**config.mk**
```make
export PLATFORM = sky130hd
export DESIGN_NAME = adc_monitor_shell
export DESIGN_NICKNAME = d
export VERILOG_FILES = /design/src/logic/adc_pkg.sv /design/src/logic/readout_pkg.sv /design/src/logic/adc_minmax.sv /design/src/logic/level_monitor.sv /design/src/logic/slow_readout.sv /design/src/logic/adc_monitor_shell.sv
export SDC_FILE = /design/constraint.sdc
export NUM_CORES = 1
export LEC_CHECK = 0
export BUFFER_PORTS_ARGS = -buffer_cell sky130_fd_sc_hd__clkbuf_2
export CORE_MARGIN = 2
export CORE_UTILIZATION = 45
export DETAILED_ROUTE_END_ITERATION = 16
export GPL_TIMING_DRIVEN = 0
export SLEW_MARGIN = 25
export SYNTH_ARGS = -nofsm -noshare
export SYNTH_HDL_FRONTEND = slang
export SYNTH_SLANG_ARGS = --single-unit
```
**constraint.sdc**
```tcl
create_clock -name clk -period 3.8 [get_ports clk]
set_clock_uncertainty 0.1 [all_clocks]
set_input_delay 0.19 -clock clk [delete_from_list [all_inputs] [get_ports clk]]
set_output_delay 0.19 -clock clk [all_outputs]
set_load 0.02 [all_outputs]
```
**src/logic/adc_pkg.sv**
```systemverilog
package adc_pkg;

	// Raw ADC sample width, two's complement
	localparam int adc_width = 16;

	// Field, forward and reflected power
	localparam int num_channels = 3;

	// One sample of every channel, all taken on the same clock
	typedef struct packed {
		logic signed [adc_width-1:0] field;
		logic signed [adc_width-1:0] forward;
		logic signed [adc_width-1:0] reflect;
	} adc_sample_t;

	// Window extremes of one channel
	// Min sits in the upper half so it reads out first
	typedef struct packed {
		logic signed [adc_width-1:0] min;
		logic signed [adc_width-1:0] max;
	} extreme_t;

	// Extremes of all channels, same order as adc_sample_t
	typedef struct packed {
		extreme_t field;
		extreme_t forward;
		extreme_t reflect;
	} extremes_t;

	// Level event thresholds, compared strictly
	localparam logic signed [adc_width-1:0] level_high = 16'sd12000;
	localparam logic signed [adc_width-1:0] level_low = -16'sd12000;

	// Converter rails, a sample sitting on either one counts as saturated
	localparam logic signed [adc_width-1:0] full_scale_pos = 16'sh7fff;
	localparam logic signed [adc_width-1:0] full_scale_neg = 16'sh8000;

endpackage

```
**src/logic/readout_pkg.sv**
```systemverilog
package readout_pkg;

	// Slow chain moves one byte per shift strobe
	localparam int byte_width = 8;

	// Sticky level status word
	localparam int status_width = 16;

	// Host supplied tag, used for causality checks on the host side
	localparam int tag_width = 8;

	// Free running cycle timestamp
	localparam int ts_width = 64;

	// Chain length in bytes, frame first and timestamp after it
	localparam int frame_bytes = 16;
	localparam int ts_bytes = 8;

	// Status bit map, one bit per channel in each group
	// Order inside a group is field, forward, reflect
	localparam int st_over = 0;
	localparam int st_under = 3;
	localparam int st_sat = 6;
	// Bits from here up are unused and read as zero
	localparam int st_used = 9;

	// Frame contents, most significant first
	typedef struct packed {
		adc_pkg::extremes_t extremes;
		logic [status_width-1:0] status;
		logic [tag_width-1:0] tag_now;
		logic [tag_width-1:0] tag_old;
	} frame_fields_t;

	// Same 128 bits seen as bytes
	// Byte 0 is the most significant and leaves the chain first
	typedef union packed {
		frame_fields_t fields;
		logic [0:frame_bytes-1][byte_width-1:0] bytes;
	} frame_u;

endpackage

```
**src/logic/adc_minmax.sv**
```systemverilog
`timescale 1ns/100ps

module adc_minmax (
	input logic clk,
	input logic rst_n,
	// Window restart
	input logic slow_snap,
	input adc_pkg::adc_sample_t adc_in,
	output adc_pkg::adc_sample_t sample_q,
	output adc_pkg::extremes_t extremes
);

	// Registered samples split per channel so one loop covers all three
	logic signed [adc_pkg::adc_width-1:0] chan [adc_pkg::num_channels];
	adc_pkg::extreme_t ext_arr [adc_pkg::num_channels];

	// Input register, first edge of the pipeline
	always_ff @(posedge clk or negedge rst_n) begin
		if (!rst_n) begin
			sample_q <= '0;
		end else begin
			sample_q <= adc_in;
		end
	end

	// Channel order matches the struct order
	assign chan[0] = sample_q.field;
	assign chan[1] = sample_q.forward;
	assign chan[2] = sample_q.reflect;

	for (genvar i = 0; i < adc_pkg::num_channels; i++) begin : g_chan
		adc_pkg::extreme_t ext_q;

		// Running min and max, second edge of the pipeline
		// A snap opens a new window from the sample present at that edge
		always_ff @(posedge clk or negedge rst_n) begin
			if (!rst_n) begin
				ext_q <= '0;
			end else if (slow_snap) begin
				ext_q.min <= chan[i];
				ext_q.max <= chan[i];
			end else begin
				if (chan[i] < ext_q.min) begin
					ext_q.min <= chan[i];
				end
				if (chan[i] > ext_q.max) begin
					ext_q.max <= chan[i];
				end
			end
		end

		assign ext_arr[i] = ext_q;

		// Both bounds start at zero after reset and from one sample after a snap,
		// so they can never cross
		a_min_le_max: assert property (
			@(posedge clk) disable iff (!rst_n)
			ext_q.min <= ext_q.max
		);
	end

	// Back to named fields for the readout side
	assign extremes.field = ext_arr[0];
	assign extremes.forward = ext_arr[1];
	assign extremes.reflect = ext_arr[2];

endmodule

```
**src/logic/level_monitor.sv**
```systemverilog
`timescale 1ns/100ps

module level_monitor (
	input logic clk,
	input logic rst_n,
	// Window restart
	input logic slow_snap,
	input adc_pkg::adc_sample_t sample_q,
	output logic [readout_pkg::status_width-1:0] status
);

	logic signed [adc_pkg::adc_width-1:0] chan [adc_pkg::num_channels];
	logic [adc_pkg::num_channels-1:0] over;
	logic [adc_pkg::num_channels-1:0] under;
	logic [adc_pkg::num_channels-1:0] sat;
	// Events of the current sample, laid out as the status word
	logic [readout_pkg::status_width-1:0] events;

	assign chan[0] = sample_q.field;
	assign chan[1] = sample_q.forward;
	assign chan[2] = sample_q.reflect;

	// Level compares, all signed
	// A rail sample also counts as over or under
	always_comb begin
		for (int i = 0; i < adc_pkg::num_channels; i++) begin
			over[i] = chan[i] > adc_pkg::level_high;
			under[i] = chan[i] < adc_pkg::level_low;
			sat[i] = (chan[i] == adc_pkg::full_scale_pos) ||
				(chan[i] == adc_pkg::full_scale_neg);
		end
	end

	// Pack the groups, upper bits stay clear
	always_comb begin
		events = '0;
		events[readout_pkg::st_over +: adc_pkg::num_channels] = over;
		events[readout_pkg::st_under +: adc_pkg::num_channels] = under;
		events[readout_pkg::st_sat +: adc_pkg::num_channels] = sat;
	end

	// Sticky accumulate over the window
	// On a snap the old bits drop and only this cycle's events remain
	always_ff @(posedge clk or negedge rst_n) begin
		if (!rst_n) begin
			status <= '0;
		end else if (slow_snap) begin
			status <= events;
		end else begin
			status <= status | events;
		end
	end

	// Unused status bits never latch anything
	a_status_upper_zero: assert property (
		@(posedge clk) disable iff (!rst_n)
		status[readout_pkg::status_width-1:readout_pkg::st_used] == '0
	);

endmodule

```
**src/logic/slow_readout.sv**
```systemverilog
`timescale 1ns/100ps

module slow_readout (
	input logic clk,
	input logic rst_n,
	// Chain enable, loads with slow_snap and shifts without it
	input logic slow_op,
	input logic slow_snap,
	input logic [readout_pkg::tag_width-1:0] tag,
	input adc_pkg::extremes_t extremes,
	input logic [readout_pkg::status_width-1:0] status,
	output logic [readout_pkg::byte_width-1:0] slow_out
);

	// Free running cycle counter
	logic [readout_pkg::ts_width-1:0] ts_count;

	// Chain registers, frame on top with the timestamp behind it
	readout_pkg::frame_u frame_q;
	logic [0:readout_pkg::ts_bytes-1][readout_pkg::byte_width-1:0] ts_q;

	// Tag seen at the last snap, marks the start of the current window
	logic [readout_pkg::tag_width-1:0] tag_old_q;

	// Frame as it will be captured on a snap
	readout_pkg::frame_u frame_d;

	logic load;
	logic shift;

	assign load = slow_op && slow_snap;
	assign shift = slow_op && !slow_snap;

	always_ff @(posedge clk or negedge rst_n) begin
		if (!rst_n) begin
			ts_count <= '0;
		end else begin
			ts_count <= ts_count + 1'b1;
		end
	end

	// Extremes and status still hold the closing window at the snap edge
	always_comb begin
		frame_d.fields.extremes = extremes;
		frame_d.fields.status = status;
		frame_d.fields.tag_now = tag;
		frame_d.fields.tag_old = tag_old_q;
	end

	always_ff @(posedge clk or negedge rst_n) begin
		if (!rst_n) begin
			tag_old_q <= '0;
		end else if (load) begin
			tag_old_q <= tag;
		end
	end

	// Byte serial chain
	// Shift moves everything up one byte, timestamp top byte joins the frame tail
	always_ff @(posedge clk or negedge rst_n) begin
		if (!rst_n) begin
			frame_q <= '0;
			ts_q <= '0;
		end else if (load) begin
			frame_q <= frame_d;
			ts_q <= ts_count;
		end else if (shift) begin
			frame_q.bytes <= {frame_q.bytes[1:readout_pkg::frame_bytes-1], ts_q[0]};
			// Zeros fill in once the timestamp has drained
			ts_q <= {ts_q[1:readout_pkg::ts_bytes-1], {readout_pkg::byte_width{1'b0}}};
		end
	end

	// Head of the chain
	assign slow_out = frame_q.bytes[0];

	// Timestamp differences only mean cycle counts if no edge is ever skipped
	// The edge that leaves reset has no earlier count to step from
	a_count_step: assert property (
		@(posedge clk) disable iff (!rst_n)
		$past(rst_n) |-> ts_count == $past(ts_count) + 1'b1
	);

endmodule

```
**src/logic/adc_monitor_shell.sv**
```systemverilog
`timescale 1ns/100ps

module adc_monitor_shell (
	input logic clk,
	input logic rst_n,
	// Field, forward and reflected ADC samples
	input adc_pkg::adc_sample_t adc_in,
	// Host tag, captured into the frame at each snap
	input logic [readout_pkg::tag_width-1:0] tag,
	// Slow readout strobes, sampled every clock
	input logic slow_op,
	input logic slow_snap,
	output logic [readout_pkg::byte_width-1:0] slow_out
);

	// Registered samples toward the level monitor
	adc_pkg::adc_sample_t sample_q;
	// Window extremes and sticky status toward the readout chain
	adc_pkg::extremes_t extremes;
	logic [readout_pkg::status_width-1:0] status;

	// Input register and windowed min and max
	adc_minmax u_adc_minmax (
		.clk(clk),
		.rst_n(rst_n),
		.slow_snap(slow_snap),
		.adc_in(adc_in),
		.sample_q(sample_q),
		.extremes(extremes)
	);

	// Level events, sticky over the same window
	level_monitor u_level_monitor (
		.clk(clk),
		.rst_n(rst_n),
		.slow_snap(slow_snap),
		.sample_q(sample_q),
		.status(status)
	);

	// Snapshot, timestamp and byte chain
	// Runs only while slow_op is high
	slow_readout u_slow_readout (
		.clk(clk),
		.rst_n(rst_n),
		.slow_op(slow_op),
		.slow_snap(slow_snap),
		.tag(tag),
		.extremes(extremes),
		.status(status),
		.slow_out(slow_out)
	);

endmodule

```
* After elaboration in Yosys (flattened, before gate mapping)
Index checks and enable logic that the tools add are counted.
Word-level totals: register bits after elaboration 424, bits of input ports 60, output and inout port bits 8, word-level logic and storage cells 68
Operators by class: add/subtract/negate cells 1, $lt $le $gt $ge 12, equal/unequal tests 6, mux-type cells 14, bitwise operators 1, reductions and logical operators 13
Operators by type and width (count):
- 2-to-1 mux 128 bit | 2
- 2-to-1 mux 64 bit | 2
- 2-to-1 mux 16 bit | 7
- equality test 16 bit, second input constant | 6
- 2-to-1 mux 32 bit | 3
- adder 64 x 1 -> 64 bit, second input constant | 1
- greater-than comparator 16 x 15 -> 1 bit, second input constant | 3
- greater-than comparator 16 bit | 3
- < comparator 16 x 15 -> 1 bit, second input constant | 3
- < comparator 16 bit | 3
- bitwise OR 16 x 9 -> 16 bit | 1
- nonzero test 2 bit | 7
- logical OR 1 bit | 3
- logical AND 1 bit | 2
- zero test 1 bit | 1

* Depth between registers and ports, before layout
depth after elaboration 4, mapped depth 10, mapped depth without buffers 8

* By module
A second synthesis with hierarchy kept.
Unflattened totals: cell total of the unflattened synthesis 1866, area, all modules 20156.8 sq um
Modules (own cells, without submodules):
- slow_readout | instances 1, cells an instance 1133, area each 11939.0 sq um, sequential area each 6606.3 sq um
- adc_minmax | instances 1, cells an instance 643, area each 7473.4 sq um, sequential area each 3603.5 sq um
- level_monitor | instances 1, cells an instance 90, area each 744.5 sq um, sequential area each 225.2 sq um

* Worst setup path after synthesis
No wires, ideal clock.
path type reg2reg, start point register u_adc_minmax.sample_q[31] (netlist name), end point register u_adc_minmax.g_chan[1].ext_q (netlist bit u_adc_minmax.extremes[37]), library setup time 0.125 ns, arrival time 2.559 ns, data required time 3.575 ns, setup slack 1.016 ns, cell stages (with the launch flop) 9, buffers on the path 1, clock period less this slack 2.784 ns, path through dfrtp_1 ha_1 nand4_1 nor4_1 o21ai_0 nand3_1 mux2i_1 buf_2 mux2_2
On the way: word-level cells in the longest chain between the ends 2
RTL lines:
- greater-than comparator 16 bit | line adc_minmax.sv:46 | if (chan[i] > ext_q.max) begin
- nonzero test 2 bit (no source line)
- end: declaration | line adc_minmax.sv:32 | adc_pkg::extreme_t ext_q;
No other way between the ends. A chain may end at the register's enable or synchronous reset.

* Worst setup path in the final report
start point register u_adc_minmax.sample_q[47] (netlist name), end point register u_adc_minmax.g_chan[0].ext_q (netlist bit u_adc_minmax.extremes[74])
On the way: word-level cells in the longest chain between the ends 2
RTL lines (line):
- greater-than comparator 16 bit | adc_minmax.sv:46
- nonzero test 2 bit (no source line)
- end: declaration | adc_minmax.sv:32
No other way between the ends.

==> metrics.log <==
INFO  metric viasPerCell = about 5.3
INFO  metric synth_enable_flop_cells = 0
INFO  metric worst_setup_path_end_kind = register
INFO  metric die-area = 45,700 µm²
INFO  metric layout_worst_path_cycle_share = 0.917
INFO  metric post-synth-top-area-cell = sky130_fd_sc_hd__dfrtp_1
INFO  metric yosys-top-cells-area = sky130_fd_sc_hd__dfrtp_1 (53%), sky130_fd_sc_hd__mux2i_1 (9.1%), sky130_fd_sc_hd__ha_1 (5.9%)
INFO  metric timing.max_cap.violations = 0
INFO  metric synth_ff_type = sky130_fd_sc_hd__dfrtp_1
INFO  metric antenna_violations_before_repair = 0
INFO  metric cts.path.max_buffers = 3
INFO  metric synth_fp_nets = 1,990
INFO  metric async_reset_ff_frac = 1.00
INFO  metric fin_setup_tns = 0 ns
INFO  metric dieHeight = between 200 and 250 µm
INFO  metric post_route_standard_cell_area_excluding_fillers = about 23,000 µm²
INFO  metric finalCoreUtilization = 0.534
INFO  metric wl = 49,400 µm
INFO  metric crit_start = u_adc_minmax.sample_q[47]
INFO  metric p_per_cell_area = roughly 540 nW/µm²
INFO  metric grt_first_pass_wirelength = between 70,000 and 80,000 µm
INFO  metric fill_cell_count = about 3,800
INFO  metric instances_no_fill = 2,634
INFO  metric placed_cells_incl_taps = between 2,000 and 2,500
INFO  metric chipWidth = around 210 µm
INFO  metric fin_worst_hold_slack = 0.0225 ns
INFO  metric initial_core_util = 0.458
INFO  metric setup_slack = approximately 0.31 ns
INFO  metric clock-sinks = between 400 and 500
INFO  metric finalSetupViolations = 0
INFO  metric detailroute.via_count = 14,100
INFO  metric worst_margin_slew = a little over 0.9 ns
INFO  metric cts_root_buf = sky130_fd_sc_hd__clkbuf_16
INFO  metric net_count_final = 2,167
INFO  metric grt_max_degree = 87
INFO  metric outcome = finished clean
INFO  metric area.growth.synth_to_final = 16.6%
INFO  metric crit_path_end = u_adc_minmax.extremes[74]
INFO  metric overflow = 0
INFO  metric power.static_leakage = between 10 and 15 nW
INFO  metric detailedPlacementHpwl = 34,700 µm
INFO  metric finalPower = approximately 12 mW
INFO  metric crit_fanout = 10
INFO  metric place_area = between 20,000 and 25,000 µm²
INFO  metric drt.antenna.violating_nets = 0
INFO  metric fmaxAchievable = 287 MHz
INFO  metric cts-buffers-inserted = 46
INFO  metric layout_common_cells = sky130_fd_sc_hd__dfrtp_1 (417), sky130_fd_sc_hd__a21oi_1 (215), sky130_fd_sc_hd__nor2_1 (209), sky130_fd_sc_hd__mux2i_1 (180), sky130_fd_sc_hd__inv_1 (120)
INFO  metric post_syn_area_per_cell = 10.8 µm²
INFO  metric maxSlewViolCount = 0
INFO  metric worst-r2r-cell-count = 8
INFO  metric ys_seq_area_frac = 0.527
INFO  metric ir_drop = between 0.0003 and 0.0004 V
INFO  metric crit_type = reg -> reg
INFO  metric all_layer_global_routing_usage = 0.224
INFO  metric number_of_endpoints_with_negative_hold_slack_in_the_final_report = 0
INFO  metric detailedPlace.worstSlack = 0.369 ns
INFO  metric r2r-end = u_adc_minmax.extremes[74]
INFO  metric design.portCount = between 60 and 70
INFO  metric gp_congestion = roughly 0.87
INFO  metric synth_cell_type_count = 57
INFO  metric arrival = ~3.9 ns
INFO  metric clock_latency_reported_for_the_late_side_of_the_worst_skew_pair = 0.59 ns
INFO  metric rsz0062_at_grt = false
INFO  metric rows = 76
INFO  metric detail_route.wl_per_cell = 18.7 µm
INFO  metric hold_class = in -> async
INFO  metric register_bit_count_reported_by_yosys = between 400 and 500
INFO  metric tritoncts = built
INFO  metric syn-instance-count = 1,836
INFO  metric postCtsSetupRepairBufs = 0
INFO  metric remaining_drc_errors = 0
INFO  metric num_antenna_cells = 0
INFO  metric worstReg2RegStart = u_adc_minmax.sample_q[47]
INFO  metric layout_min_cycle_time = ~3.5 ns
INFO  metric yosys.area.top_type_share = 0.527
INFO  metric cts.htree.levels = 2
INFO  metric detail_route.first_pass.iterations = 5
INFO  metric clk_transition_reported_paths = 0.06 ns
INFO  metric buffer_ports.inserted = between 60 and 70
INFO  metric slew_headroom = 0.380
INFO  metric start_kind = register
INFO  metric worst-r2r-setup-slack = ~0.31 ns
INFO  metric via_count_of_the_first_global_routing_pass = 14,500
INFO  metric synth.yosys.warnings = 0
INFO  metric drt_iter0_drc = 1,018
INFO  metric layout-drive-gt1-share = 0.127
INFO  metric synthesis.area = slightly below 20,000 µm²
INFO  metric area_of_the_core_region = approximately 43,000 µm²
INFO  metric final_common_cell = sky130_fd_sc_hd__dfrtp_1
INFO  metric worstPathRequired = 4.20 ns
==> critical path, cell delays in order (launching register included) <==
cell and delay (ns):
sky130_fd_sc_hd__dfrtp_1 0.53, sky130_fd_sc_hd__ha_1 0.43, sky130_fd_sc_hd__nand4_1 0.17, sky130_fd_sc_hd__nor4_1 0.53, sky130_fd_sc_hd__nand2_1 0.36, sky130_fd_sc_hd__a31oi_1 0.66
sky130_fd_sc_hd__buf_2 0.35, sky130_fd_sc_hd__nand2_1 0.08, sky130_fd_sc_hd__o211ai_1 0.18
==> timing repair <==
action | CTS | global route
gates resized for setup | 0 | 0
hold endpoints to repair | 410 | 0
hold buffers | 58 | 0
==> Yosys cell counts, types with 21 or more instances <==
master and instances:
sky130_fd_sc_hd__a21oi_1 215, sky130_fd_sc_hd__clkbuf_1 54, sky130_fd_sc_hd__dfrtp_1 417, sky130_fd_sc_hd__ha_1 94, sky130_fd_sc_hd__inv_1 120, sky130_fd_sc_hd__mux2_2 86
sky130_fd_sc_hd__mux2i_1 180, sky130_fd_sc_hd__nand2_1 95, sky130_fd_sc_hd__nand3_1 39, sky130_fd_sc_hd__nand4_1 34, sky130_fd_sc_hd__nor2_1 209, sky130_fd_sc_hd__o211ai_1 32
sky130_fd_sc_hd__o21ai_0 28, sky130_fd_sc_hd__xnor2_1 41, sky130_fd_sc_hd__xor2_1 21
==> worst min path at each step <==
stage / cells past startpoint / from / endpoint / slack [ns]
after floorplan: 0 / rst_n / u_adc_minmax.extremes[0] / -0.21
after global placement: 1 / adc_in[32] / u_adc_minmax.sample_q[32] / 0.20
after detailed placement: 1 / rst_n / u_slow_readout.ts_count[29] / 0.06
after CTS: 2 / rst_n / u_slow_readout.ts_q[25] / 0.0009
after global routing: 2 / rst_n / u_slow_readout.ts_q[25] / 0.03
final: 2 / rst_n / u_slow_readout.ts_q[37] / 0.02
==> state kept, by name, summed over array words and instances, names as in the netlist <==
name	cells
u_slow_readout.ts_count	64
u_slow_readout.frame_q	128
u_level_monitor.status	9
u_slow_readout.ts_q	64
u_adc_minmax.extremes	96
u_adc_minmax.sample_q	48
u_slow_readout.tag_old_q	8
==> where the power goes <==
| part | switching, mW | internal [mW] |
|---|---|---|
| Combinational | 1.24 | 1.06 |
| Sequential | 0.582 | 5.08 |
| Clock | 1.83 | 2.61 |
| Total | 3.64 | 8.75 |
==> final cells by class <==
| cell class | count | area [µm²] | share of cell area |
|---|---|---|---|
| Sequential cell | 417 | 10400 | 0.452 |
| Tap cell | 585 | 732 | 0.0317 |
| Buffer | 90 | 387 | 0.0167 |
| Clock inverter | 11 | 124 | 0.00536 |
| Clock buffer | 73 | 1370 | 0.0594 |
| Multi-Input combinational cell | 1209 | 8530 | 0.370 |
| Inverter | 120 | 450 | 0.0195 |
| Timing Repair Buffer | 129 | 1060 | 0.0458 |
==> routing by layer <==
metal  track usage  routed length, µm
met1         0.320              24000
met2         0.353              22200
met3        0.0306               1900
met4        0.0709               1270
met5             0                  0
==> cell families after synthesis <==
kind of cell             Yosys count  share of synthesized area
AO/OA/AOI/OAI                    331                     0.0986
XOR/XNOR                          62                     0.0274
adder cells (fa/ha/maj)           94                     0.0594
buffers and inverters            210                     0.0423
flip-flops                       417                      0.527
multiplexers                     266                      0.140
AND/OR/NAND/NOR                  456                      0.106
(Power assumes the default switching activity.)
